### src/ipv4_pkg.sv
package ipv4_pkg;

	localparam logic [15:0] ethertype_ipv4 = 16'h0800;

	// header length in 32-bit words
	localparam int min_ihl = 5;
	localparam int max_ihl = 15;

	localparam int tx_head_bytes = 20;

	// 32 entries
	localparam int fifo_aw = 5;

	typedef enum logic [1:0] {
		rx_idle,
		rx_head,
		rx_payload,
		rx_skip
	} rx_state_t;

	typedef enum logic [1:0] {
		tx_idle,
		tx_sum,
		tx_head,
		tx_payload
	} tx_state_t;

	typedef struct packed {
		logic [3:0] version;
		logic [3:0] ihl;
		logic [5:0] dscp;
		logic [1:0] ecn;
		logic [15:0] total_length;
	} ipv4_word0_t;

	// first header word, shifted in or out as raw bytes
	typedef union packed {
		logic [31:0] raw;
		ipv4_word0_t f;
	} ipv4_word0_u;

endpackage

### src/byte_counter.sv
`timescale 1ns/1ps

module byte_counter (
	input logic clk,
	input logic reset,
	input logic clear,
	input logic en,
	input logic [15:0] limit,
	output logic [15:0] count,
	output logic last
);

	always_ff @(posedge clk or posedge reset) begin
		if (reset) begin
			count <= 16'd0;
		end else if (clear) begin
			count <= 16'd0;
		end else if (en) begin
			count <= count + 16'd1;
		end
	end

	// the byte being counted now is the final one
	assign last = (count + 16'd1) == limit;

	a_count_in_range: assert property (@(posedge clk) disable iff (reset)
		en |-> count < limit);

endmodule

### src/byte_fifo.sv
`timescale 1ns/1ps

module byte_fifo (
	input logic clk,
	input logic reset,
	input logic wr,
	input logic [7:0] wdata,
	input logic rd,
	output logic [7:0] rd_data,
	output logic rd_valid,
	output logic empty,
	output logic full
);

	logic [7:0] mem [0:(1 << ipv4_pkg::fifo_aw) - 1];
	// extra top bit tells full from empty
	logic [ipv4_pkg::fifo_aw:0] wr_ptr;
	logic [ipv4_pkg::fifo_aw:0] rd_ptr;
	logic do_wr;
	logic do_rd;

	assign empty = wr_ptr == rd_ptr;
	assign full = (wr_ptr[ipv4_pkg::fifo_aw] != rd_ptr[ipv4_pkg::fifo_aw]) &&
		(wr_ptr[ipv4_pkg::fifo_aw - 1:0] == rd_ptr[ipv4_pkg::fifo_aw - 1:0]);
	assign do_wr = wr && !full;
	assign do_rd = rd && !empty;

	always_ff @(posedge clk or posedge reset) begin
		if (reset) begin
			wr_ptr <= '0;
			rd_ptr <= '0;
			rd_valid <= 1'b0;
		end else begin
			rd_valid <= do_rd;
			if (do_wr) begin
				wr_ptr <= wr_ptr + 1'b1;
			end
			if (do_rd) begin
				rd_ptr <= rd_ptr + 1'b1;
			end
		end
	end

	always_ff @(posedge clk) begin
		if (do_wr) begin
			mem[wr_ptr[ipv4_pkg::fifo_aw - 1:0]] <= wdata;
		end
		if (do_rd) begin
			rd_data <= mem[rd_ptr[ipv4_pkg::fifo_aw - 1:0]];
		end
	end

	a_no_read_empty: assert property (@(posedge clk) disable iff (reset)
		rd |-> !empty);

endmodule

### src/ipv4_over_eth.sv
`timescale 1ns/1ps

module ipv4_over_eth (
	input logic clk,
	input logic reset,
	input logic rx_frame_start,
	input logic [15:0] rx_ethertype,
	input logic rx_valid,
	input logic [7:0] rx_data,
	output logic head_valid,
	output logic head_error,
	output logic [5:0] head_dscp,
	output logic [15:0] head_total_length,
	output logic [15:0] head_id,
	output logic [7:0] head_ttl,
	output logic [7:0] head_protocol,
	output logic [31:0] head_src,
	output logic [31:0] head_dst,
	output logic pay_valid,
	output logic [7:0] pay_data,
	output logic rx_done,
	output logic rx_busy,
	input logic tx_start,
	input logic [5:0] tx_dscp,
	input logic [15:0] tx_total_length,
	input logic [15:0] tx_id,
	input logic [7:0] tx_ttl,
	input logic [7:0] tx_protocol,
	input logic [31:0] tx_src,
	input logic [31:0] tx_dst,
	input logic tx_wr,
	input logic [7:0] tx_wdata,
	output logic eth_tx_valid,
	output logic [7:0] eth_tx_data,
	output logic tx_busy,
	output logic tx_full
);

	logic byte_en;
	logic head_phase;
	logic pay_phase;
	logic head_done;
	logic [5:0] hdr_bytes;
	logic [15:0] rx_pay_len;

	logic load;
	logic sum_en;
	logic shift_en;
	logic pay_rd;
	logic [15:0] tx_pay_len;
	logic [7:0] fifo_rd_data;
	logic fifo_rd_valid;
	logic fifo_empty;

	// receive path
	ipv4_rx_ctrl u_rx_ctrl (
		.clk(clk),
		.reset(reset),
		.rx_frame_start(rx_frame_start),
		.rx_ethertype(rx_ethertype),
		.rx_valid(rx_valid),
		.hdr_bytes(hdr_bytes),
		.pay_len(rx_pay_len),
		.byte_en(byte_en),
		.head_phase(head_phase),
		.pay_phase(pay_phase),
		.head_done(head_done),
		.rx_done(rx_done),
		.rx_busy(rx_busy)
	);

	ipv4_rx_head u_rx_head (
		.clk(clk),
		.reset(reset),
		.rx_data(rx_data),
		.byte_en(byte_en),
		.head_phase(head_phase),
		.pay_phase(pay_phase),
		.head_done(head_done),
		.hdr_bytes(hdr_bytes),
		.pay_len(rx_pay_len),
		.head_valid(head_valid),
		.head_error(head_error),
		.head_dscp(head_dscp),
		.head_total_length(head_total_length),
		.head_id(head_id),
		.head_ttl(head_ttl),
		.head_protocol(head_protocol),
		.head_src(head_src),
		.head_dst(head_dst),
		.pay_valid(pay_valid),
		.pay_data(pay_data)
	);

	// transmit path
	ipv4_tx_ctrl u_tx_ctrl (
		.clk(clk),
		.reset(reset),
		.tx_start(tx_start),
		.pay_len(tx_pay_len),
		.fifo_empty(fifo_empty),
		.load(load),
		.sum_en(sum_en),
		.shift_en(shift_en),
		.pay_rd(pay_rd),
		.tx_busy(tx_busy)
	);

	ipv4_tx_head u_tx_head (
		.clk(clk),
		.reset(reset),
		.load(load),
		.sum_en(sum_en),
		.shift_en(shift_en),
		.tx_dscp(tx_dscp),
		.tx_total_length(tx_total_length),
		.tx_id(tx_id),
		.tx_ttl(tx_ttl),
		.tx_protocol(tx_protocol),
		.tx_src(tx_src),
		.tx_dst(tx_dst),
		.rd_valid(fifo_rd_valid),
		.rd_data(fifo_rd_data),
		.pay_len(tx_pay_len),
		.eth_tx_valid(eth_tx_valid),
		.eth_tx_data(eth_tx_data)
	);

	byte_fifo u_fifo (
		.clk(clk),
		.reset(reset),
		.wr(tx_wr),
		.wdata(tx_wdata),
		.rd(pay_rd),
		.rd_data(fifo_rd_data),
		.rd_valid(fifo_rd_valid),
		.empty(fifo_empty),
		.full(tx_full)
	);

endmodule

### src/ipv4_rx_ctrl.sv
`timescale 1ns/1ps

module ipv4_rx_ctrl (
	input logic clk,
	input logic reset,
	input logic rx_frame_start,
	input logic [15:0] rx_ethertype,
	input logic rx_valid,
	input logic [5:0] hdr_bytes,
	input logic [15:0] pay_len,
	output logic byte_en,
	output logic head_phase,
	output logic pay_phase,
	output logic head_done,
	output logic rx_done,
	output logic rx_busy
);

	ipv4_pkg::rx_state_t state;
	logic start_ok;
	logic match;
	logic cnt_last;
	logic pay_last;
	logic [15:0] limit;

	// a new frame start is ignored while a header is still coming in
	assign start_ok = rx_frame_start && (state != ipv4_pkg::rx_head);
	assign match = rx_ethertype == ipv4_pkg::ethertype_ipv4;

	assign head_phase = state == ipv4_pkg::rx_head;
	assign pay_phase = state == ipv4_pkg::rx_payload;
	assign byte_en = rx_valid && (head_phase || pay_phase);
	assign head_done = head_phase && byte_en && cnt_last;
	assign pay_last = pay_phase && byte_en && cnt_last;
	assign rx_busy = head_phase || pay_phase;

	assign limit = pay_phase ? pay_len : {10'd0, hdr_bytes};

	byte_counter u_cnt (
		.clk(clk),
		.reset(reset),
		.clear(start_ok || head_done),
		.en(byte_en),
		.limit(limit),
		.count(),
		.last(cnt_last)
	);

	always_ff @(posedge clk or posedge reset) begin
		if (reset) begin
			state <= ipv4_pkg::rx_idle;
			rx_done <= 1'b0;
		end else begin
			rx_done <= pay_last || (head_done && pay_len == 16'd0);
			if (start_ok) begin
				state <= match ? ipv4_pkg::rx_head : ipv4_pkg::rx_skip;
			end else if (head_done) begin
				state <= (pay_len == 16'd0) ? ipv4_pkg::rx_idle : ipv4_pkg::rx_payload;
			end else if (pay_last) begin
				state <= ipv4_pkg::rx_idle;
			end
		end
	end

	// payload length must hold while its bytes are counted
	a_pay_len_stable: assert property (@(posedge clk) disable iff (reset)
		pay_phase && $past(pay_phase) |-> $stable(pay_len));

endmodule

### src/ipv4_rx_head.sv
`timescale 1ns/1ps

module ipv4_rx_head (
	input logic clk,
	input logic reset,
	input logic [7:0] rx_data,
	input logic byte_en,
	input logic head_phase,
	input logic pay_phase,
	input logic head_done,
	output logic [5:0] hdr_bytes,
	output logic [15:0] pay_len,
	output logic head_valid,
	output logic head_error,
	output logic [5:0] head_dscp,
	output logic [15:0] head_total_length,
	output logic [15:0] head_id,
	output logic [7:0] head_ttl,
	output logic [7:0] head_protocol,
	output logic [31:0] head_src,
	output logic [31:0] head_dst,
	output logic pay_valid,
	output logic [7:0] pay_data
);

	ipv4_pkg::ipv4_word0_u w0;
	ipv4_pkg::ipv4_word0_u w0_next;
	// bytes 4 to 19 of the base header
	logic [(ipv4_pkg::min_ihl - 1) * 32 - 1:0] rest;
	logic [(ipv4_pkg::min_ihl - 1) * 32 - 1:0] rest_next;
	logic [$clog2(ipv4_pkg::max_ihl * 4 + 1) - 1:0] pos;
	logic [7:0] hi_byte;
	logic [15:0] sum;
	logic [15:0] sum_next;
	logic [16:0] sum_wide;
	logic [3:0] ihl_eff;
	logic take;

	assign take = head_phase && byte_en;

	// a short IHL still consumes a base header, and is flagged as an error
	assign ihl_eff = (w0.f.ihl < 4'(ipv4_pkg::min_ihl)) ? 4'(ipv4_pkg::min_ihl) : w0.f.ihl;
	assign hdr_bytes = {ihl_eff, 2'b00};
	assign pay_len = (w0.f.total_length > {10'd0, hdr_bytes}) ?
		w0.f.total_length - {10'd0, hdr_bytes} : 16'd0;

	assign sum_wide = {1'b0, sum} + {1'b0, hi_byte, rx_data};

	always_comb begin
		w0_next = w0;
		rest_next = rest;
		sum_next = sum;
		if (take) begin
			if (pos < 4) begin
				w0_next.raw = {w0.raw[23:0], rx_data};
			end else if (pos < ipv4_pkg::min_ihl * 4) begin
				rest_next = {rest[119:0], rx_data};
			end
			// odd byte closes a 16-bit pair, end-around carry
			if (pos[0]) begin
				sum_next = sum_wide[15:0] + {15'd0, sum_wide[16]};
			end
		end
	end

	always_ff @(posedge clk or posedge reset) begin
		if (reset) begin
			w0 <= '0;
			pos <= '0;
			sum <= 16'd0;
			head_valid <= 1'b0;
			pay_valid <= 1'b0;
		end else begin
			w0 <= w0_next;
			if (!head_phase) begin
				pos <= '0;
			end else if (take) begin
				pos <= pos + 1'b1;
			end
			sum <= head_phase ? sum_next : 16'd0;
			head_valid <= head_done;
			pay_valid <= pay_phase && byte_en;
		end
	end

	always_ff @(posedge clk) begin
		rest <= rest_next;
		if (take && !pos[0]) begin
			hi_byte <= rx_data;
		end
		if (pay_phase && byte_en) begin
			pay_data <= rx_data;
		end
		// fields are held until the next header completes
		if (head_done) begin
			head_error <= (sum_next != 16'hffff) || (w0.f.ihl < 4'(ipv4_pkg::min_ihl));
			head_dscp <= w0.f.dscp;
			head_total_length <= w0.f.total_length;
			head_id <= rest_next[127:112];
			head_ttl <= rest_next[95:88];
			head_protocol <= rest_next[87:80];
			head_src <= rest_next[63:32];
			head_dst <= rest_next[31:0];
		end
	end

endmodule

### src/ipv4_tx_ctrl.sv
`timescale 1ns/1ps

module ipv4_tx_ctrl (
	input logic clk,
	input logic reset,
	input logic tx_start,
	input logic [15:0] pay_len,
	input logic fifo_empty,
	output logic load,
	output logic sum_en,
	output logic shift_en,
	output logic pay_rd,
	output logic tx_busy
);

	ipv4_pkg::tx_state_t state;
	logic [15:0] limit;
	logic cnt_en;
	logic cnt_last;
	logic step_last;
	// covers the fifo read and output register after the last read
	logic [1:0] drain;

	assign load = tx_start && !tx_busy;
	assign sum_en = state == ipv4_pkg::tx_sum;
	assign shift_en = state == ipv4_pkg::tx_head;
	assign pay_rd = (state == ipv4_pkg::tx_payload) && !fifo_empty;
	assign tx_busy = (state != ipv4_pkg::tx_idle) || (drain != 2'b00);

	assign cnt_en = sum_en || shift_en || pay_rd;
	assign step_last = cnt_en && cnt_last;

	always_comb begin
		case (state)
			ipv4_pkg::tx_sum: limit = 16'(ipv4_pkg::tx_head_bytes / 2);
			ipv4_pkg::tx_head: limit = 16'(ipv4_pkg::tx_head_bytes);
			default: limit = pay_len;
		endcase
	end

	byte_counter u_cnt (
		.clk(clk),
		.reset(reset),
		.clear(load || step_last),
		.en(cnt_en),
		.limit(limit),
		.count(),
		.last(cnt_last)
	);

	always_ff @(posedge clk or posedge reset) begin
		if (reset) begin
			state <= ipv4_pkg::tx_idle;
			drain <= 2'b00;
		end else begin
			drain <= {drain[0], pay_rd && cnt_last};
			case (state)
				ipv4_pkg::tx_idle: begin
					if (load) begin
						state <= ipv4_pkg::tx_sum;
					end
				end
				ipv4_pkg::tx_sum: begin
					if (step_last) begin
						state <= ipv4_pkg::tx_head;
					end
				end
				ipv4_pkg::tx_head: begin
					if (step_last) begin
						state <= (pay_len == 16'd0) ? ipv4_pkg::tx_idle : ipv4_pkg::tx_payload;
					end
				end
				default: begin
					if (step_last) begin
						state <= ipv4_pkg::tx_idle;
					end
				end
			endcase
		end
	end

endmodule

### src/ipv4_tx_head.sv
`timescale 1ns/1ps

module ipv4_tx_head (
	input logic clk,
	input logic reset,
	input logic load,
	input logic sum_en,
	input logic shift_en,
	input logic [5:0] tx_dscp,
	input logic [15:0] tx_total_length,
	input logic [15:0] tx_id,
	input logic [7:0] tx_ttl,
	input logic [7:0] tx_protocol,
	input logic [31:0] tx_src,
	input logic [31:0] tx_dst,
	input logic rd_valid,
	input logic [7:0] rd_data,
	output logic [15:0] pay_len,
	output logic eth_tx_valid,
	output logic [7:0] eth_tx_data
);

	ipv4_pkg::ipv4_word0_u w0;
	logic [ipv4_pkg::tx_head_bytes * 8 - 1:0] hdr;
	logic [15:0] sum;
	logic [16:0] sum_wide;
	logic sum_d;
	logic pay_q_valid;
	logic [7:0] pay_q;

	always_comb begin
		w0.f.version = 4'd4;
		w0.f.ihl = 4'(ipv4_pkg::min_ihl);
		w0.f.dscp = tx_dscp;
		w0.f.ecn = 2'b00;
		w0.f.total_length = tx_total_length;
	end

	assign sum_wide = {1'b0, sum} + {1'b0, hdr[159:144]};

	always_ff @(posedge clk or posedge reset) begin
		if (reset) begin
			sum <= 16'd0;
			sum_d <= 1'b0;
			pay_q_valid <= 1'b0;
			pay_len <= 16'd0;
		end else begin
			sum_d <= sum_en;
			pay_q_valid <= rd_valid;
			if (load) begin
				sum <= 16'd0;
				pay_len <= (tx_total_length > 16'(ipv4_pkg::tx_head_bytes)) ?
					tx_total_length - 16'(ipv4_pkg::tx_head_bytes) : 16'd0;
			end else if (sum_en) begin
				sum <= sum_wide[15:0] + {15'd0, sum_wide[16]};
			end
		end
	end

	always_ff @(posedge clk) begin
		if (load) begin
			// flags, fragment offset and checksum start at zero
			hdr <= {w0.raw, tx_id, 16'h0000, tx_ttl, tx_protocol, 16'h0000, tx_src, tx_dst};
		end else if (sum_en) begin
			// ten rotations bring the header back to its start
			hdr <= {hdr[143:0], hdr[159:144]};
		end else if (shift_en) begin
			hdr <= {hdr[151:0], 8'h00};
			// first shift: checksum bytes 10 and 11 land one byte up
			if (sum_d) begin
				hdr[87:72] <= ~sum;
			end
		end
		if (rd_valid) begin
			pay_q <= rd_data;
		end
	end

	assign eth_tx_valid = shift_en || pay_q_valid;
	assign eth_tx_data = shift_en ? hdr[159:152] : pay_q;

endmodule

### config.mk
export PLATFORM = sky130hd
export DESIGN_NAME = ipv4_over_eth
export DESIGN_NICKNAME = d
export VERILOG_FILES = /design/src/ipv4_pkg.sv /design/src/byte_counter.sv /design/src/byte_fifo.sv /design/src/ipv4_over_eth.sv /design/src/ipv4_rx_ctrl.sv /design/src/ipv4_rx_head.sv /design/src/ipv4_tx_ctrl.sv /design/src/ipv4_tx_head.sv
export SDC_FILE = /design/constraint.sdc
export NUM_CORES = 1
export LEC_CHECK = 0
export BUFFER_PORTS_ARGS = -buffer_cell sky130_fd_sc_hd__clkbuf_2
export CAP_MARGIN = 5
export CORE_ASPECT_RATIO = 1.2
export CORE_MARGIN = 1
export CORE_UTILIZATION = 60
export DETAILED_ROUTE_END_ITERATION = 10
export PLACE_DENSITY_LB_ADDON = 0.3
export SYNTH_ARGS = -nofsm -noshare
export SYNTH_HDL_FRONTEND = slang
export SYNTH_SLANG_ARGS = --single-unit
### constraint.sdc
create_clock -name clk -period 12.8 [get_ports clk]
set_input_delay 1.28 -clock clk [delete_from_list [all_inputs] [get_ports clk]]
set_output_delay 1.28 -clock clk [all_outputs]
set_load 0.02 [all_outputs]
* Word-level counts from Yosys, hierarchy flattened
Memories as Yosys holds them, arrays and structs flattened. A register that Yosys moved wholly into a read port is not among the register bits.
Index checks and enable logic that the tools add are counted.
** Word-level totals
- Bits in registers :: 569
- Bits in writable memories :: 256
- Input bits :: 156
- Output and inout port bits :: 142
- Word-level logic and storage cells :: 149
- Memories kept :: 1
** Memory list
- u_fifo.mem :: words 32, width 8, read ports 1, clocked after Yosys merged registers in 1, write ports 1, line byte_fifo.sv:15 : logic [7:0] mem [0:(1 << ipv4_pkg::fifo_aw) - 1];
** Cells by class
- Add/sub/neg operators :: 11
- Order comparisons :: 5
- Equality and inequality tests :: 17
- Mux-type cells :: 37
- Bitwise logic cells :: 2
- Reduce and logical (&&, ||, !) cells :: 43
** Operators by type and width (count)
- two-way mux 128 bit :: 3
- two-way mux 160 bit :: 2
- two-way mux 16 bit :: 13
- two-way mux 152 bit :: 1
- adder 16 x 16 -> 17 bit :: 2
- adder 16 x 1 -> 16 bit :: 2
- adder 16 x 1 -> 16 bit, second input constant :: 2
- == test 16 bit :: 2
- zero test 16 bit :: 2
- one-hot mux 16 bit (2 select lines) :: 1
- two-way mux 2 bit :: 10
- adder 6 x 1 -> 6 bit, second input constant :: 3
- == test 16 x 12 -> 1 bit, second input constant :: 1
- > comparator 16 x 5 -> 1 bit, second input constant :: 1
- > comparator 16 x 6 -> 1 bit :: 1
- != test 16 bit, second input constant :: 1
- inverter 16 bit :: 1
- subtractor 16 x 5 -> 16 bit, second input constant :: 1
- subtractor 16 x 6 -> 16 bit :: 1
- logical AND 1 bit :: 15
- nonzero test 2 bit :: 7
- two-way mux 6 bit :: 2
- logical OR 1 bit :: 9
- two-way mux 8 bit :: 1
- other kinds (20) :: 31

* Logic depth before layout (Yosys ltp)
Gate-level depths: netlist (run 1).
- Depth after elaboration :: 10
- Gate-level depth with buffers :: 19
- Gate-level depth less buffers :: 19

* Modules after synthesis
Synthesis (run 1) repeated with hierarchy kept, for this count alone.
** Second synthesis, totals
- Cells, all modules :: 2987
- Area, all modules :: 37299.5 um^2
** Modules (own cells, without submodules)
- ipv4_rx_head :: instances 1, cells each 970, area an instance 11856.4 um^2, seq. area each 8237.9 um^2
- ipv4_tx_head :: instances 1, cells each 1105, area an instance 11028.1 um^2, seq. area each 5475.3 um^2
- byte_fifo :: instances 1, cells each 482, area an instance 10806.6 um^2, seq. area each 8252.9 um^2
- byte_counter :: instances 2, cells each 160, area an instance 1368.8 um^2, seq. area each 400.4 um^2
- ipv4_tx_ctrl :: instances 1, cells each 59, area an instance 449.2 um^2, seq. area each 100.1 um^2
- ipv4_rx_ctrl :: instances 1, cells each 51, area an instance 421.7 um^2, seq. area each 75.1 um^2

* Worst setup path before layout (run 1)
OpenSTA, ideal clock, no wires.
- Path type :: register to register
- Start :: register u_rx_head.w0[26] (netlist name)
- End :: register u_rx_head.head_valid
- Library setup time :: 0.648 ns
- Data arrival time :: 8.412 ns
- Data required time :: 12.152 ns
- Path slack :: 3.739 ns
- Stages on the path, launching flop included :: 15
- Buffers on the path :: 0
- Period minus slack after synthesis :: 9.061 ns
- Path through :: dfrtp_1 > a21oi_1 > or2_2 > ha_1 > inv_1 > fa_1 > a21o_1 > a2111o_1 > xnor2_1 > nor2_1 > or4_1 > a311o_1 > nand4b_4 > or3_4 > nor2_1
** Between the ends
- Word-level cells in the longest chain between the ends :: 7
- Elaborated cells between the ends (all ways) :: 8
- Those cells by class :: add/sub (1); order compare (2); eq/ne (1); mux (3); reduce/logical (1)
** Ends and longest elaborated chain
- from (decl) :: line ipv4_rx_head.sv:26 : ipv4_pkg::ipv4_word0_u w0;
- from (signal assigned) :: line ipv4_rx_head.sv:74 : w0 <= w0_next;
- < comparator 4 x 3 -> 1 bit :: line ipv4_rx_head.sv:42 : assign ihl_eff = (w0.f.ihl < 4'(ipv4_pkg::min_ihl)) ? 4'(ipv4_pkg::min_ihl) : w0.f.ihl;
- two-way mux 4 bit * :: line ipv4_rx_head.sv:42
- subtractor 16 x 6 -> 16 bit / > comparator 16 x 6 -> 1 bit (equally long branches) :: line ipv4_rx_head.sv:45, ipv4_rx_head.sv:44
- two-way mux 16 bit :: line ipv4_rx_head.sv:44 : assign pay_len = (w0.f.total_length > {10'd0, hdr_bytes}) ?
- two-way mux 16 bit * :: line ipv4_rx_ctrl.sv:37 : assign limit = pay_phase ? pay_len : {10'd0, hdr_bytes};
- == test 16 bit * :: line byte_counter.sv:24 : assign last = (count + 16'd1) == limit;
- logical AND 1 bit * :: line ipv4_rx_ctrl.sv:33 : assign head_done = head_phase && byte_en && cnt_last;
- named net head_done :: line ipv4_over_eth.sv:42 : logic head_done;
- to (signal assigned) :: line ipv4_rx_head.sv:81 : head_valid <= head_done;
- to (decl) :: line ipv4_rx_head.sv:13 : output logic head_valid,
Mark *: on every way through the listed nets, which the timed path passes. The rest lies on a longest branch.
A chain may end at the register's enable or synchronous reset.

* Worst setup path after layout (run 1)
- Start :: register u_rx_head.w0[26] (netlist name)
- End :: register u_rx_head.head_id[12], enable pin
** Between the ends
- Word-level cells in the longest chain between the ends :: 7
- Elaborated cells between the ends (all ways) :: 8
- Those cells by class :: add/sub (1); order compare (2); eq/ne (1); mux (3); reduce/logical (1)
** Ends and longest elaborated chain
- < comparator 4 x 3 -> 1 bit :: line ipv4_rx_head.sv:42
- two-way mux 4 bit * :: line ipv4_rx_head.sv:42
- subtractor 16 x 6 -> 16 bit / > comparator 16 x 6 -> 1 bit (equally long branches) :: line ipv4_rx_head.sv:45, ipv4_rx_head.sv:44
- two-way mux 16 bit :: line ipv4_rx_head.sv:44
- two-way mux 16 bit * :: line ipv4_rx_ctrl.sv:37
- == test 16 bit * :: line byte_counter.sv:24
- logical AND 1 bit * :: line ipv4_rx_ctrl.sv:33
- named net head_done :: line ipv4_over_eth.sv:42
- to (signal assigned) :: line ipv4_rx_head.sv:99 : head_id <= rest_next[127:112];
- to (decl) :: line ipv4_rx_head.sv:17 : output logic [15:0] head_id,
Marks and branches as above.

==> summary.txt, run 1 <==
antenna viol nets, final: 0
PD cells: 230.9 nW/um^2
reg2reg end: u_rx_head.head_id[12]
worst reg2reg setup slack: 6.69 ns
Final WS setup: 6.693 ns
fin nets: 3420
Gate Count Post-Synth: 2959
final hold vios: 0
Die Ht: 273.8 um
Hold Crit Class: reg2reg
share of post-route cells with drive strength above 1: 0.1822
measured slew at the worst slew-check pin: 1.182 ns
Worst-path clk slew: 0.06 ns
CP startpoint: u_rx_head.w0[26]
Reg2Reg Launch Point: u_rx_head.w0[26]
Slew Limit Fails: 0
post-CTS resize count: 0
drt pass-1 iters: 6
CP Capture Point: u_rx_head.head_id[12]
via count: 24610
Seq cells post-synth: 833
RSZ-0062 raised after global routing: false
Slowest cell on crit path: buf_4
Final setup viols: 0
synthesis-to-finish area growth: 12.99%
clock insertion delay at the later pin of the skew report: 0.67 ns
most used cell, CP: buf_4
fmax: 0.1638 GHz
Max Cap Viol: 0
Antenna Cells: 0
most common cell after layout, fill and taps aside: edfxtp_1
hold_ws: 0.4183 ns
Starting Density: 0.6072
GP Congestion: 0.9303
setup repair bufs after CTS: 0
cts bufs inserted: 81
All-Layer GR Usage: 0.2939
Final HPWL DP: 62.69 mm
number of global-route vias before repair: 24390
Syn. warnings: 0
CP peak stage delay: 0.83 ns
Vias/cell: 6.033
largest net degree at the start of global routing: 114
hold bufs inserted after CTS: 0
antenna violations before repair: 4
Horiz. Die Dim: 228.5 um
register area share after synthesis: 0.6212
critical path cell sequence: a21oi_1, or2_2, ha_1, inv_1, fa_1, a21o_1, a2111o_1, xnor2_1, nor2_1, or4_1, a311o_1, nand4b_4, or3_4, nor2_4, buf_4, buf_4
Top FF cell, synth: edfxtp_1
Post-synth EDFFs: 557
DR iter-0 viols: 1976
reported leakage power: 16.15 nW
Unique masters post-synth: 84
Syn Area/Cell: 12.48 sq um
Die Area: 62550 sq um
IO Port Bufs: 297
CORE AREA: 60820 sq um
crit-path max FO: 73
reg2reg path depth: 16
IO Pins: 298
H-tree depth: 3
CTS root buffer: clkbuf_16
final instance area: 41730 sq um
clock skew: 0.07058 ns
status: completed
CTS tree: built
Clock Tree Buf Depth: 3
Max-slew headroom: 0.2122
Wirelength per Cell: 22.70 um
Final Cycle Share: 0.4771
worst setup path category: reg2reg
Post-route DRC: 0
CP arrival: 6.36 ns
first-pass GRT wire length: 141.5 mm
dpl cell area: 39050 sq um
Critical Path RT: 13.05 ns
syn nets: 3176
CP Launch Type: flip-flop
clock sink total: 833
WL final: 92.61 mm
Post-Place Setup Slack: 6.684 ns
Remaining Overflow, GRT: 0
setup TNS: 0 ns
placement row count: 99
CP Capture Type: flip-flop
fin crit period: 6.107 ns
Netlist Area Pre-Place: 36930 sq um
commonest non-fill, non-tap cells in the layout: 557 x edfxtp_1, 524 x nand2_1, 297 x clkbuf_2
FFs w/ async S/R, synth: 0.1657
Max IR drop VDD: 0.0001756 V
critical path, delay by kind of cell, from the launching register on:
kind / cells / cell delay [ns]
adder cells (fa/ha/maj): 2 / 0.56
AO/OA/AOI/OAI: 4 / 1.20
AND/OR/NAND/NOR: 6 / 1.70
buffers and inverters: 3 / 1.41
flip-flops: 1 / 0.43
XOR/XNOR: 1 / 0.30
sequential cells by signal, summed over array words and instances (netlist names), 16 cells and up:
register	cells
u_fifo.mem	256
u_rx_ctrl.u_cnt.count	16
u_rx_head.head_id	16
u_rx_head.head_src	32
u_rx_head.sum	16
u_rx_head.head_total_length	16
u_rx_head.w0	28
u_tx_head.sum	16
u_tx_head.hdr	160
u_rx_head.head_dst	32
u_tx_ctrl.u_cnt.count	16
u_tx_head.pay_len	16
u_rx_head.rest	128
report_power, final:
part           internal [mW]  leakage, nW  switching, mW
logic                   1.34         6.63           1.87
clock network           1.31         1.27           1.07
registers               3.56         8.25          0.487
total                   6.21         16.1           3.42
cells by family (layout without fill, tap and decap cells):
family / Yosys count / count (layout) / share of synthesized area
compound gates: 427 / 427 / 0.07230
xor+xnor: 133 / 133 / 0.03273
buf+inv: 218 / 531 / 0.02256
fa+ha+maj: 61 / 61 / 0.02128
flops: 833 / 833 / 0.6212
mux: 298 / 298 / 0.1094
simple gates: 989 / 989 / 0.1205
per-stage QoR:
stage                       util  total power, mW  std cells
after global placement    0.6420            7.136       3928
final                     0.6860            9.633       4080
after global routing      0.6860            10.10       4080
after detailed placement  0.6420            7.242       3928
after CTS                 0.6860            9.639       4080
after floorplan                -            6.368       2959
cell type report:
cell class / instances / area, sq um
clock buffer: 112 / 2233
inverter: 60 / 232.7
fill: 4246 / 19090
sequential: 833 / 22950
timing repair buffer: 319 / 1652
tap: 808 / 1011
multi-input combinational: 1908 / 13200
clock inverter: 40 / 445.4
cell usage after synthesis, drive strengths merged, types with 23 or more instances:
library cell / number / area [sq um]
edfxtp: 557 / 16730
nand2: 524 / 1967
nor2: 187 / 701.9
o21ai: 183 / 919.6
mux2i: 173 / 1732
dfrtp: 138 / 3453
dfxtp: 138 / 2763
clkbuf: 135 / 506.7
mux4: 80 / 1802
xnor2: 78 / 683.2
a21oi: 72 / 360.4
inv: 59 / 221.5
ha: 58 / 725.7
xor2: 52 / 455.4
a211oi: 50 / 375.4
mux2: 45 / 506.7
nand3: 43 / 215.2
nor3: 40 / 200.2
nand4: 37 / 231.5
buf: 23 / 101.3
nor4: 23 / 156.4
routing by layer:
| metal | GRT usage | up-vias | wire length (um) |
|---|---|---|---|
| met2 | 0.5121 | 853 | 47630 |
| met1 | 0.3748 | 12220 | 36970 |
| met3 | 0.04698 | 192 | 5317 |
| li1 | - | 11340 | - |
| met4 | 0.1001 | 8 | 2646 |
| met5 | 0 | - | 51 |
worst min-delay path by stage:
stage	start	endpoint	slack, ns	depth (start not counted)
5_1_grt	u_rx_head.rest[103]	u_rx_head.rest[111]	0.43	0
6_report	u_rx_head.rest[103]	u_rx_head.rest[111]	0.42	0
4_1_cts	u_rx_head.rest[103]	u_rx_head.rest[111]	0.42	0
2_1_floorplan	u_tx_ctrl.drain[0]	u_tx_ctrl.drain[1]	0.35	0
3_5_place_dp	u_rx_head.rest[103]	u_rx_head.rest[111]	0.40	0
3_3_place_gp	u_rx_head.rest[97]	u_rx_head.rest[105]	0.40	0
Note: power is estimated with default switching activity, not from simulation.
==> inputs of run 2 (changes only) <==
Clock period 12.8 ns to 6.3 ns, I/O delays scaled along.
==> run 2 against run 1 <==
Net effect: worst hold slack got worse by 0.20 ns; non-clock buffer count rose by 1; sequential cell count did not move; worst setup slack got worse by 5.6 ns; count of clock-buffer cells in the layout fell by 2; critical path type unchanged.
==> summary.txt, run 2 (synthesis gave the netlist of run 1 again) <==
status: completed
PD cells: 476.5 nW/um^2
Clock Tree Buf Depth: 3
antenna violations before repair: 2
worst setup path category: reg2reg
Final WS setup: 1.059 ns
IO Port Bufs: 297
CP delay by family, top: simple AND/OR/NAND/NOR gates
reported leakage power: 16.32 nW
share of post-route cells with drive strength above 1: 0.1866
Final HPWL DP: 61.85 mm
setup TNS: 0 ns
antenna viol nets, final: 0
Hold Crit Class: in2async
Critical Path RT: 6.62 ns
cts bufs inserted: 82
number of global-route vias before repair: 24640
Final Util: 0.6916
Final setup viols: 0
GP Congestion: 0.9096
CP Capture Type: flip-flop
largest net degree at the start of global routing: 229
clock sink total: 833
Die Ht: 273.8 um
CORE AREA: 60820 sq um
fin crit period: 5.241 ns
post-CTS resize count: 0
clock insertion delay at the later pin of the skew report: 0.67 ns
CTS root buffer: clkbuf_16
Max-slew headroom: 0.2442
most common cell after layout, fill and taps aside: edfxtp_1
IO Pins: 298
Max IR drop VDD: 0.0004400 V
commonest non-fill, non-tap cells in the layout: 557 x edfxtp_1, 524 x nand2_1, 297 x clkbuf_2
Post-Place Setup Slack: 0.9945 ns
Horiz. Die Dim: 228.5 um
fin nets: 3422
CP arrival: 5.56 ns
CTS tree: built
Vias/cell: 6.051
via count: 24710
RSZ-0062 raised after global routing: false
setup repair bufs after CTS: 0
H-tree depth: 3
max FFs per register: 256
Slowest cell on crit path: nor2_4
DR iter-0 viols: 2022
All-Layer GR Usage: 0.2914
Max Cap Viol: 0
Remaining Overflow, GRT: 0
Die Area: 62550 sq um
first-pass GRT wire length: 140.6 mm
clock skew: 0.06990 ns
CP peak stage delay: 0.74 ns
measured slew at the worst slew-check pin: 1.134 ns
WL final: 91.59 mm
hold_ws: 0.2144 ns
drt pass-1 iters: 7
Final Cycle Share: 0.8318
final hold vios: 0
placement row count: 99
fmax: 0.1908 GHz
critical path cell sequence: a21oi_1, or2_2, ha_1, inv_1, fa_1, a21o_1, a2111o_1, xnor2_1, nor2_1, or4_1, a311o_1, nand4b_4, or3_4, nor2_4, buf_4
CP Launch Type: flip-flop
Worst-path clk slew: 0.06 ns
Wirelength per Cell: 22.43 um
synthesis-to-finish area growth: 13.90%
Post-route DRC: 0
Slew Limit Fails: 0
hold bufs inserted after CTS: 0
crit-path max FO: 19
CP bufs+invs: 2
Starting Density: 0.6072
-- run 2: cell types whose count changed in the layout (fill, tap and decap cells not counted), sizes merged --
cell,change
clkinv,-3
bufinv,+8
diode,+1
clkbuf,-2
buf,+1
inv,+1
clkinvlp,-2
-- run 2: final cells by class --
class                   count  area (sq um)
diodes                      1         2.502
clock buffers             110          2298
clock inverters            44         671.9
fillers                  4160         18760
inverters                  60         232.7
multi-input cells        1908         13200
flip-flops and latches    833         22950
well taps                 808          1011
repair buffers            320          1697
-- run 2: final timing paths --
path / depth (start not counted) / start / endpoint / slack [ns]
max: 15 / u_rx_head.w0[26] / u_rx_head.head_total_length[4] / 1.06
min: 2 / reset / u_tx_head.sum[6] / 0.21
max reg2reg: 15 / u_rx_head.w0[26] / u_rx_head.head_total_length[4] / 1.06
min reg2reg: 0 / u_rx_head.rest[67] / u_rx_head.rest[75] / 0.42
max in group asynchronous: 3 / reset / u_rx_ctrl.state[0] / 4.99
min in group clk: 3 / tx_src[21] / u_tx_head.hdr[53] / 0.26
-- run 2: where the power goes --
part,total (mW),leakage [nW],internal (mW),switching (mW)
clock,5.25,1.43,3.07,2.18
sequential,8.26,8.25,7.23,1.03
combinational,6.53,6.65,2.73,3.79
total,20.0,16.3,13.0,7.00
-- run 2: worst reg2reg max path: stages, from the launching register on --
cell and delay [ns]:
dfrtp_1 0.42, a21oi_1 0.19, or2_2 0.13, ha_1 0.16, inv_1 0.06, fa_1 0.40, a21o_1 0.23, a2111o_1 0.43
xnor2_1 0.32, nor2_1 0.07, or4_1 0.41, a311o_1 0.35, nand4b_4 0.21, or3_4 0.45, nor2_4 0.74, buf_4 0.37
-- run 2: per-stage QoR --
| step | instance area (sq um) | std cells | power [mW] |
|---|---|---|---|
| 6_report | 42060 | 4084 | 20.04 |
| 5_1_grt | 42060 | 4084 | 21.00 |
| 4_1_cts | 42060 | 4083 | 20.02 |
| 3_5_place_dp | 39090 | 3929 | 14.70 |
| 3_3_place_gp | 39090 | 3929 | 14.45 |
| 2_1_floorplan | 36940 | 2959 | 12.94 |
-- run 2: metal layers --
layer	vias to the layer above	share of wire	track usage	wire length, um
met4	0	0.040	0.1275	3621
met2	1000	0.51	0.5020	47060
met1	12190	0.39	0.3727	35350
met5	-	0	0	0
li1	11340	-	-	-
met3	182	0.061	0.03604	5563
